<file path="src/hw/uarch_pkg.sv">
// --------------------------------------------------------------------------
// Microarchitecture widths and uop encoding for the integer execute stage
// Widths are fixed constants here, so one build means one configuration
// --------------------------------------------------------------------------

package uarch_pkg;

  // Datapath widths
  localparam int data_bits     = 32;
  localparam int addr_bits     = 32;
  localparam int seq_bits      = 5;
  localparam int reg_addr_bits = 5;

  // ------------------------------------------------------------------------
  // Micro-op encoding, as sent by decode
  // ------------------------------------------------------------------------
  typedef enum logic [3:0] {
    uop_add,
    uop_sub,
    uop_and,
    uop_or,
    uop_xor,
    uop_sll,
    uop_srl,
    uop_sra,
    uop_slt,
    uop_sltu,
    uop_lui,   // Copies op2, decode has already shifted the immediate
    uop_mul    // Low half of the product only
  } rv_uop;

endpackage

</file>
<file path="src/hw/xmsg_pkg.sv">
// --------------------------------------------------------------------------
// Message formats on the D and W channels of the execute stage
// Field order sets the packed layout, MSB first
// --------------------------------------------------------------------------

package xmsg_pkg;

  // ------------------------------------------------------------------------
  // Decode to execute, 110 bits
  // ------------------------------------------------------------------------
  typedef struct packed {
    logic [uarch_pkg::addr_bits-1:0]     pc;
    logic [uarch_pkg::seq_bits-1:0]      seq_num;
    logic [uarch_pkg::data_bits-1:0]     op1;
    logic [uarch_pkg::data_bits-1:0]     op2;
    logic [uarch_pkg::reg_addr_bits-1:0] waddr;
    uarch_pkg::rv_uop                    uop;
  } d_x_msg_t;

  // ------------------------------------------------------------------------
  // Execute to writeback, 75 bits
  // ------------------------------------------------------------------------
  typedef struct packed {
    logic [uarch_pkg::addr_bits-1:0]     pc;
    logic [uarch_pkg::seq_bits-1:0]      seq_num;
    logic [uarch_pkg::reg_addr_bits-1:0] waddr;
    logic [uarch_pkg::data_bits-1:0]     wdata;
    // Low for writes to x0
    logic                                wen;
  } x_w_msg_t;

endpackage
</file>
<file path="src/hw/alu_datapath.sv">
// --------------------------------------------------------------------------
// Operand register, single-cycle ALU and writeback message register
// Shift amounts use op2[4:0], so this assumes a 32-bit datapath
// w_msg holds its value until the next res_capture
// --------------------------------------------------------------------------

module alu_datapath (
  input  logic                            clk,
  input  logic                            rst_n,
  input  logic                            load,
  input  xmsg_pkg::d_x_msg_t              d_msg,
  input  logic                            res_capture,
  input  logic [uarch_pkg::data_bits-1:0] mul_product,
  output logic [uarch_pkg::data_bits-1:0] op1,
  output logic [uarch_pkg::data_bits-1:0] op2,
  output logic                            is_mul,
  output xmsg_pkg::x_w_msg_t              w_msg
);

  xmsg_pkg::d_x_msg_t              x_msg;
  logic [uarch_pkg::data_bits-1:0] alu_result;
  logic [4:0]                      shamt;
  xmsg_pkg::x_w_msg_t              w_msg_next;

  // --------------------------------------------------------------------------
  // Captured uop
  // --------------------------------------------------------------------------
  always_ff @(posedge clk) begin
    if (load) begin
      x_msg <= d_msg;
    end
  end

  assign op1    = x_msg.op1;
  assign op2    = x_msg.op2;
  assign is_mul = (x_msg.uop == uarch_pkg::uop_mul);
  assign shamt  = x_msg.op2[4:0];

  // --------------------------------------------------------------------------
  // Single-cycle ALU
  // --------------------------------------------------------------------------
  always_comb begin
    alu_result = '0;
    case (x_msg.uop)
      uarch_pkg::uop_add:  alu_result = op1 + op2;
      uarch_pkg::uop_sub:  alu_result = op1 - op2;
      uarch_pkg::uop_and:  alu_result = op1 & op2;
      uarch_pkg::uop_or:   alu_result = op1 | op2;
      uarch_pkg::uop_xor:  alu_result = op1 ^ op2;
      uarch_pkg::uop_sll:  alu_result = op1 << shamt;
      uarch_pkg::uop_srl:  alu_result = op1 >> shamt;
      uarch_pkg::uop_sra:  alu_result = $signed(op1) >>> shamt;
      // Compares give 0 or 1
      uarch_pkg::uop_slt:  alu_result = {{(uarch_pkg::data_bits-1){1'b0}},
                                         $signed(op1) < $signed(op2)};
      uarch_pkg::uop_sltu: alu_result = {{(uarch_pkg::data_bits-1){1'b0}},
                                         op1 < op2};
      uarch_pkg::uop_lui:  alu_result = op2;
      // Mul comes from the multiplier
      default:             alu_result = '0;
    endcase
  end

  // --------------------------------------------------------------------------
  // Writeback message
  // --------------------------------------------------------------------------
  always_comb begin
    w_msg_next.pc      = x_msg.pc;
    w_msg_next.seq_num = x_msg.seq_num;
    w_msg_next.waddr   = x_msg.waddr;
    w_msg_next.wdata   = is_mul ? mul_product : alu_result;
    // x0 is never written
    w_msg_next.wen     = (x_msg.waddr != '0);
  end

  // Writeback message register, wen low out of reset
  always_ff @(posedge clk) begin
    if (!rst_n) begin
      w_msg.wen <= 1'b0;
    end else if (res_capture) begin
      w_msg <= w_msg_next;
    end
  end

endmodule

</file>
<file path="src/hw/exec_ctrl.sv">
// --------------------------------------------------------------------------
// Execute stage control, one op in flight at a time
// ALU ops respond one cycle after accept, mul after 1 + step count cycles
// d_rdy is only high in idle, so no op is taken while a result waits on W
// --------------------------------------------------------------------------

module exec_ctrl (
  input  logic clk,
  input  logic rst_n,
  input  logic d_val,
  output logic d_rdy,
  output logic w_val,
  input  logic w_rdy,
  input  logic is_mul,
  input  logic last_step,
  output logic load,
  output logic mul_start,
  output logic res_capture
);

  typedef enum logic [1:0] {
    s_idle,
    s_decode,
    s_mul,
    s_resp
  } state_e;

  state_e state;
  state_e state_next;

  // --------------------------------------------------------------------------
  // State register
  // --------------------------------------------------------------------------
  always_ff @(posedge clk) begin
    if (!rst_n) begin
      state <= s_idle;
    end else begin
      state <= state_next;
    end
  end

  // Next state
  always_comb begin
    state_next = state;
    case (state)
      s_idle:   if (d_val)     state_next = s_decode;
      // Captured uop is visible here, pick the path
      s_decode: state_next = is_mul ? s_mul : s_resp;
      s_mul:    if (last_step) state_next = s_resp;
      // Hold result until writeback takes it
      s_resp:   if (w_rdy)     state_next = s_idle;
      default:  state_next = s_idle;
    endcase
  end

  // --------------------------------------------------------------------------
  // Outputs, all decoded from state
  // --------------------------------------------------------------------------
  assign d_rdy     = (state == s_idle);
  assign load      = d_rdy && d_val;
  assign mul_start = (state == s_decode) && is_mul;
  assign w_val     = (state == s_resp);

  // ALU result right after decode, product on the final step
  assign res_capture = ((state == s_decode) && !is_mul) ||
                       ((state == s_mul) && last_step);

  // --------------------------------------------------------------------------
  // Checks
  // --------------------------------------------------------------------------
  // Counter's final step must land in the mul state
  a_last_step_in_mul: assert property (@(posedge clk) disable iff (!rst_n)
    last_step |-> (state == s_mul));

  // Captured uop must not change while an op is in flight
  a_uop_held: assert property (@(posedge clk) disable iff (!rst_n)
    (state == s_mul || state == s_resp) |-> $stable(is_mul));

endmodule

</file>
<file path="src/hw/exec_unit.sv">
// --------------------------------------------------------------------------
// Integer execute stage, val/rdy on both D and W channels
// One op in flight, ALU latency 1, mul latency 1 + 32 / bits per step
// p_mul_bits_per_step is one of 1, 2, 4, 8
// --------------------------------------------------------------------------

module exec_unit #(
  parameter int p_mul_bits_per_step = 2
) (
  input  logic               clk,
  input  logic               rst_n,
  input  logic               d_val,
  output logic               d_rdy,
  input  xmsg_pkg::d_x_msg_t d_msg,
  output logic               w_val,
  input  logic               w_rdy,
  output xmsg_pkg::x_w_msg_t w_msg
);

  // Control to datapath
  logic load;
  logic mul_start;
  logic res_capture;
  logic is_mul;
  logic last_step;

  // Operands and product
  logic [uarch_pkg::data_bits-1:0] op1;
  logic [uarch_pkg::data_bits-1:0] op2;
  logic [uarch_pkg::data_bits-1:0] mul_product;

  // --------------------------------------------------------------------------
  // Control
  // --------------------------------------------------------------------------
  exec_ctrl i_ctrl (
    .clk         (clk),
    .rst_n       (rst_n),
    .d_val       (d_val),
    .d_rdy       (d_rdy),
    .w_val       (w_val),
    .w_rdy       (w_rdy),
    .is_mul      (is_mul),
    .last_step   (last_step),
    .load        (load),
    .mul_start   (mul_start),
    .res_capture (res_capture)
  );

  mul_step_counter #(
    .p_mul_bits_per_step (p_mul_bits_per_step)
  ) i_step_cnt (
    .clk       (clk),
    .rst_n     (rst_n),
    .start     (mul_start),
    .last_step (last_step)
  );

  // --------------------------------------------------------------------------
  // Datapaths
  // --------------------------------------------------------------------------
  alu_datapath i_alu (
    .clk         (clk),
    .rst_n       (rst_n),
    .load        (load),
    .d_msg       (d_msg),
    .res_capture (res_capture),
    .mul_product (mul_product),
    .op1         (op1),
    .op2         (op2),
    .is_mul      (is_mul),
    .w_msg       (w_msg)
  );

  mul_iter #(
    .p_mul_bits_per_step (p_mul_bits_per_step)
  ) i_mul (
    .clk     (clk),
    .rst_n   (rst_n),
    .start   (mul_start),
    .op1     (op1),
    .op2     (op2),
    .product (mul_product)
  );

endmodule

</file>
<file path="src/hw/mul_iter.sv">
// --------------------------------------------------------------------------
// Iterative shift-add multiplier, low half of the product only
// p_mul_bits_per_step must divide the data width
// product is valid combinationally during the final step cycle
// --------------------------------------------------------------------------

module mul_iter #(
  parameter int p_mul_bits_per_step = 2
) (
  input  logic                            clk,
  input  logic                            rst_n,
  input  logic                            start,
  input  logic [uarch_pkg::data_bits-1:0] op1,
  input  logic [uarch_pkg::data_bits-1:0] op2,
  output logic [uarch_pkg::data_bits-1:0] product
);

  logic [uarch_pkg::data_bits-1:0] mcand;
  logic [uarch_pkg::data_bits-1:0] mplier;
  logic [uarch_pkg::data_bits-1:0] acc;
  logic [uarch_pkg::data_bits-1:0] step_term;

  // --------------------------------------------------------------------------
  // Partial product for this step
  // --------------------------------------------------------------------------
  // mcand times low multiplier bits, as shifted adds
  always_comb begin
    step_term = '0;
    for (int i = 0; i < p_mul_bits_per_step; i++) begin
      if (mplier[i]) step_term = step_term + (mcand << i);
    end
  end

  // Current step folded in, so the last step needs no extra cycle
  assign product = acc + step_term;

  // --------------------------------------------------------------------------
  // Iteration registers
  // --------------------------------------------------------------------------
  // Keeps stepping when idle, harmless once mplier drains to zero
  always_ff @(posedge clk) begin
    if (!rst_n) begin
      mcand  <= '0;
      mplier <= '0;
      acc    <= '0;
    end else if (start) begin
      mcand  <= op1;
      mplier <= op2;
      acc    <= '0;
    end else begin
      mcand  <= mcand << p_mul_bits_per_step;
      mplier <= mplier >> p_mul_bits_per_step;
      acc    <= product;
    end
  end

endmodule

</file>
<file path="src/hw/mul_step_counter.sv">
// --------------------------------------------------------------------------
// Step counter for the iterative multiplier
// last_step is high during the final step cycle, start must not overlap
// --------------------------------------------------------------------------

module mul_step_counter #(
  parameter int p_mul_bits_per_step = 2
) (
  input  logic clk,
  input  logic rst_n,
  input  logic start,
  output logic last_step
);

  // Steps per multiply
  localparam int steps    = uarch_pkg::data_bits / p_mul_bits_per_step;
  localparam int cnt_bits = $clog2(steps);

  logic [cnt_bits-1:0] count;
  logic                busy;

  // Down-count from steps-1, stop after zero
  always_ff @(posedge clk) begin
    if (!rst_n) begin
      count <= '0;
      busy  <= 1'b0;
    end else if (start) begin
      count <= cnt_bits'(steps - 1);
      busy  <= 1'b1;
    end else if (busy) begin
      if (count == '0) busy <= 1'b0;
      else             count <= count - 1'b1;
    end
  end

  assign last_step = busy && (count == '0);

  // Control only restarts after the previous multiply has finished
  a_no_restart: assert property (@(posedge clk) disable iff (!rst_n)
    start |-> !busy);

endmodule

</file>
<file path="config.mk">
export PLATFORM = sky130hd
export DESIGN_NAME = exec_unit
export DESIGN_NICKNAME = d
export VERILOG_FILES = /design/src/hw/uarch_pkg.sv /design/src/hw/xmsg_pkg.sv /design/src/hw/alu_datapath.sv /design/src/hw/exec_ctrl.sv /design/src/hw/exec_unit.sv /design/src/hw/mul_iter.sv /design/src/hw/mul_step_counter.sv
export SDC_FILE = /design/constraint.sdc
export NUM_CORES = 1
export LEC_CHECK = 0
export BUFFER_PORTS_ARGS = -buffer_cell sky130_fd_sc_hd__buf_2
export CAP_MARGIN = 10
export CORE_MARGIN = 8
export CORE_UTILIZATION = 50
export DETAILED_ROUTE_END_ITERATION = 8
export PLACE_DENSITY = 0.69
export RECOVER_POWER = 100
export SETUP_SLACK_MARGIN = 0.15
export SLEW_MARGIN = 20
export SYNTH_ARGS = -nofsm -noshare
export SYNTH_HDL_FRONTEND = slang
export SYNTH_SLANG_ARGS = --single-unit
export TNS_END_PERCENT = 20
</file>
<file path="constraint.sdc">
create_clock -name clk -period 8.5 [get_ports clk]
set_input_delay 0 -clock clk [delete_from_list [all_inputs] [get_ports clk]]
set_output_delay 0 -clock clk [all_outputs]
set_load 0.005 [all_outputs]
</file>
# Word-level counts from Yosys, hierarchy flattened
# Index checks and enable logic that the tools add are counted.
# word_totals
reg_bits	288
latch_bits	0
mem_bits_rw	0
mem_bits_ro	0
in_bits	114
elab_cells	85
mem_count	0
# op_classes
add_sub_neg	5
mul	0
div	0
order_cmp	2
eq_ne	18
shifts	3
n_mux	17
n_bitwise	4
reduce_logical	17
# op_table
operator	count
32-bit one-hot mux with 11 select lines	1
32-bit 2-to-1 mux	4
32-bit adder	3
32-bit less-than comparator	2
32-bit bitwise AND	1
32-bit OR	1
32-bit by 5-bit << shifter with 32-bit output	1
32-bit by 5-bit right shift with 32-bit output	1
32-bit by 5-bit >>> shifter with 32-bit output	1
32-bit subtractor	1
32-bit XOR	1
30-bit 2-to-1 mux	1
4-bit by 3-bit equality test with 1-bit output (second input constant)	4
4-bit equality test (second input constant)	4
4-bit 2-to-1 mux	3
4-bit by 2-bit equality test with 1-bit output (second input constant)	2
4-bit zero test	2
2-bit one-hot mux with 4 select lines	1
2-bit 2-to-1 mux	3
2-bit AND reduction	3
1-bit logical AND	5
5-bit nonzero test	1
2-bit equality test (second input constant)	2
4-bit by 1-bit equality test with 1-bit output (second input constant)	1
12 further kinds	17

# Longest topological paths before layout
# logic_depth
depth_word	5
mapped_depth	28

# Modules after synthesis
# Synthesis repeated with hierarchy kept, for this count alone.
# hier_totals
cells_unflattened	2556
area_unflattened_um2	22589.2
# by_module_without_submodules
mod	n_inst	cells_each	area_each_um2
alu_datapath	1	1607	14736.6
mul_iter	1	898	7370.8
mul_step_counter	1	27	275.3
exec_ctrl	1	24	206.4

# Least setup slack after synthesis
# No wires, ideal clock.
# synth_timing
path_kind	reg-to-reg
start	reg i_mul.mplier[0] (netlist name)
end	reg, netlist name i_alu.w_msg[26]
arrival_ps	5482
required_time_ps	8228
setup_slack_ps	2746
path_stages_with_launch	27
n_path_buf	5
period_less_slack_ps	5754
path_cell_list	dfxtp_1 buf_2 buf_2 clkbuf_1 clkbuf_1 clkbuf_1 and2_1 fa_1 a21oi_1 o221ai_1 or2_2 a21oi_1 o22ai_1 a2bb2oi_1 o21ai_0 xnor2_1 nand2_1 xor2_1 ha_1 inv_1 or3_1 o2111ai_1 a31oi_1 o21ai_0 xnor2_1 nor2_1 or4_1
# synth_rtl
item	line	source
start, declared	mul_iter.sv:19	logic [uarch_pkg::data_bits-1:0] mplier;
start signal, assigned	mul_iter.sv:48	mplier <= op2;
start signal, assigned	mul_iter.sv:52	mplier <= mplier >> p_mul_bits_per_step;

# Worst setup path after layout
# layout_timing
start	reg i_alu.x_msg[3] (netlist name)
end	reg, netlist name i_alu.w_msg[42]
# layout_between
elab_chain_len	5
# layout_rtl
item	line	source
start, declared	alu_datapath.sv:20	xmsg_pkg::d_x_msg_t x_msg;
start signal, assigned	alu_datapath.sv:30	x_msg <= d_msg;
4-bit equality test	alu_datapath.sv:36	assign is_mul = (x_msg.uop == uarch_pkg::uop_mul);
1-bit zero test	exec_ctrl.sv:65	assign res_capture = ((state == s_decode) && !is_mul) ||
1-bit logical AND	exec_ctrl.sv:65	
1-bit logical OR	exec_ctrl.sv:65	
2-bit AND reduction (no line)	-	
# No other way between the ends.
# A chain may end at the register's enable or synchronous reset.

==> results.cfg <==
[timing]
fin_crit_sh = 0.834
hold_viol = 0
max_freq_ghz = 0.141
max-slew-margin-rel = -1.51
setup_tns_ps = 0
skew_ps = 12.8
rsz0062_at_grt = no
slew_violations = 396
worstMarginPinSlew_ps = 3770
timing.final.crit_period_ps = 7090
final-setup-viol-count = 0

[run_status]
outcome = finished with violations
violations = max-capacitance violations, max-slew violations

[critical_path]
startpoint = i_alu.x_msg[3]$_DFFE_PP_
cpMaxStageDelayCell = clkbuf_1
crit_fanout = 60
critical-path-max-stage-delay_ps = 2710
arrival_ps = 7190
cp-start-kind = flip-flop
worst_ep_required_time_ps = 8600
worstPathCellList = nor2b_1 -> nand3_1 -> clkbuf_1 -> a32oi_1 -> nor2b_1 -> clkbuf_1
r2r-start = i_alu.x_msg[3]$_DFFE_PP_
worstSetupPathType = flip-flop to flip-flop
cp-end-kind = flip-flop

[cts]
cts.clk_slew.worst_paths_ps = 60
max-clock-path-buffers = 3
numCtsBuffers = 31
ctsResizeCount = 0
cts_setup_buffers = 0
cts-root-buf = clkbuf_16
cts_max_level = 1
insertion_delay_ps = 590
cts_tree = built
cts_sinks = 288

[yosys]
synth_edf_count = 184
avgSynthCellArea_sq_um = 9.03
synth_commonest_cells = nor2_1 (211), o21ai_0 (194), edfxtp_1 (184)
syn_inst = 2347
synth_ff_type = edfxtp_1
synthArstFlopShare = 0
yosys.area.top_type_share = 0.261
synth_nets = 2619
seq_area_frac_synth = 0.359
synth.distinct_cells = 81
synth_area_sq_um = 21200
synth_top_area_cell = edfxtp_1
yosysMostFrequentCell = nor2_1
ys_seq_elements = 288
synth_area_leaders = edfxtp_1 (26%), dfxtp_1 (9.8%), ha_1 (9.1%), o21ai_0 (4.6%), a21oi_1 (4.0%)
yosys_warnings = 0

[placement]
portBuffers = 190
gp_congestion = 0.972
dp_cells = 2949
dpl.hpwl_um = 55500

[floorplanning]
initial_core_util = 0.506
coreArea_sq_um = 41900
dieArea_sq_um = 49200
dieWidth_um = 222
io_pins = 191
die_y_um = 222
rows = 75

[grt]
overflow = 0
antenna_found_initial = 1
track_usage = 0.294
grt_pass1_wl_um = 114000
grt_pass1_vias = 19200
grt_max_degree = 66

[routing]
first_iter_violations = 2126
drc = 0
wl_per_cell_um = 24.1
detail-route-antenna-nets = 0
totalWireLength_um = 75100
dr.pass1.iters = 6
num_vias = 19800
vias_per_cell = 6.36

[hold_path]
hp-class = input pin to flip-flop
min_from = d_msg[104]

[cells_and_area]
layout.nets = 2828
area_growth_pct = 15.4
antenna_cells = 0
drive_gt1_frac = 0.104
stdcell_count = 3119
nFillCells = 3714

[run]
drv_cap = 8

[power_and_ir_drop]
power.leakage_nw = 9.82
p_total_mw = 5.72
cellPowerDensity_nw_per_um2 = 234
ir_worst_vdd_mv = 0.205
[critical path, delay by kind of cell (launching register included)]
family,cells,cell delay [ps]
flip-flops,1,620
AO/OA/AOI/OAI,1,260
AND/OR/NAND/NOR,3,1480
buffers and inverters,2,4140
[cells in the final DEF, fill, tap and decap left out, types with 26 or more instances in the layout]
master,synthesis,routed
nor2_1,211,210
o21ai_0,194,194
edfxtp_1,184,184
a21oi_1,170,170
nand2_1,162,162
ha_1,154,154
buf_2,12,126
inv_1,120,120
dlygate4sd3_1,0,113
dfxtp_1,104,103
clkbuf_1,119,73
mux2i_1,60,60
a22o_1,58,58
xnor2_1,55,55
nand3_1,47,47
a21o_1,42,42
nor3_1,40,37
nand2b_1,37,37
xor2_1,34,34
clkbuf_16,0,31
mux4_2,30,30
a31oi_1,29,29
o211ai_1,26,26
[layout make-up]
class	count	area, sq um	share of cell area
Multi-Input combinational cell	1780	12500	0.513
Sequential cell	288	7610	0.311
Timing Repair Buffer	334	2200	0.0901
Clock buffer	33	783	0.0320
Tap cell	539	674	0.0276
Inverter	121	454	0.0186
Clock inverter	24	199	0.00813
[registers in the layout, summed over array words and instances, names as in the netlist]
| name | flops |
|---|---|
| i_ctrl.state | 2 |
| i_alu.x_msg | 4 |
| i_alu.w_msg_next | 42 |
| i_mul.acc | 32 |
| i_step_cnt.count | 4 |
| i_step_cnt.busy | 1 |
| i_mul.mplier | 32 |
| i_alu.op1 | 32 |
| i_mul.mcand | 32 |
| i_alu.w_msg | 75 |
| i_alu.op2 | 32 |
[where the power goes]
| group | switching [mW] | total (mW) | internal, mW |
|---|---|---|---|
| clock network | 0.574 | 1.31 | 0.732 |
| registers | 0.220 | 2.02 | 1.80 |
| logic | 1.55 | 2.40 | 0.853 |
[path summary, 6_finish.rpt]
path,end,slack [ps],cells after the start
max,i_alu.w_msg[42]$_DFFE_PP_,1410,6
min,i_alu.w_msg_next[69]$_DFFE_PP_,110,2
min reg2reg,i_alu.w_msg[61]$_DFFE_PP_,420,0
max reg2reg,i_alu.w_msg[42]$_DFFE_PP_,1410,6
[metal layers]
layer | global-route usage | routed length, um | share of wire
met4 | 0.108 | 2920 | 0.039
met2 | 0.455 | 33300 | 0.44
met5 | 0 | 0 | 0
met1 | 0.404 | 31700 | 0.42
met3 | 0.0554 | 7130 | 0.095
[through the flow]
step | setup slack (ps) | utilization | hold slack [ps] | area (sq um)
finish | 1410 | 0.585 | 114 | 24500
global route | 924 | 0.585 | 105 | 24500
CTS | 2320 | 0.587 | 86.5 | 24600
detailed placement | 2380 | 0.537 | 178 | 22500
global placement | 2520 | 0.537 | 176 | 22500
floorplan | 2750 | - | 98.9 | 21200
[logic make-up after synthesis]
| family | count (synthesis) | synth area share |
|---|---|---|
| muxes | 112 | 0.0719 |
| DFF | 288 | 0.359 |
| AOI/OAI and AO/OA | 767 | 0.240 |
| buffers and inverters | 279 | 0.0507 |
| and+or+nand+nor | 651 | 0.146 |
| xor gates and xnor gates | 89 | 0.0368 |
| adders and majority gates | 161 | 0.0961 |
[what timing repair did]
item,CTS,global route
hold buffers,113,0
endpoints found under the hold margin,133,0
setup endpoints to repair,0,0
Note: power is estimated with default switching activity, not from simulation.
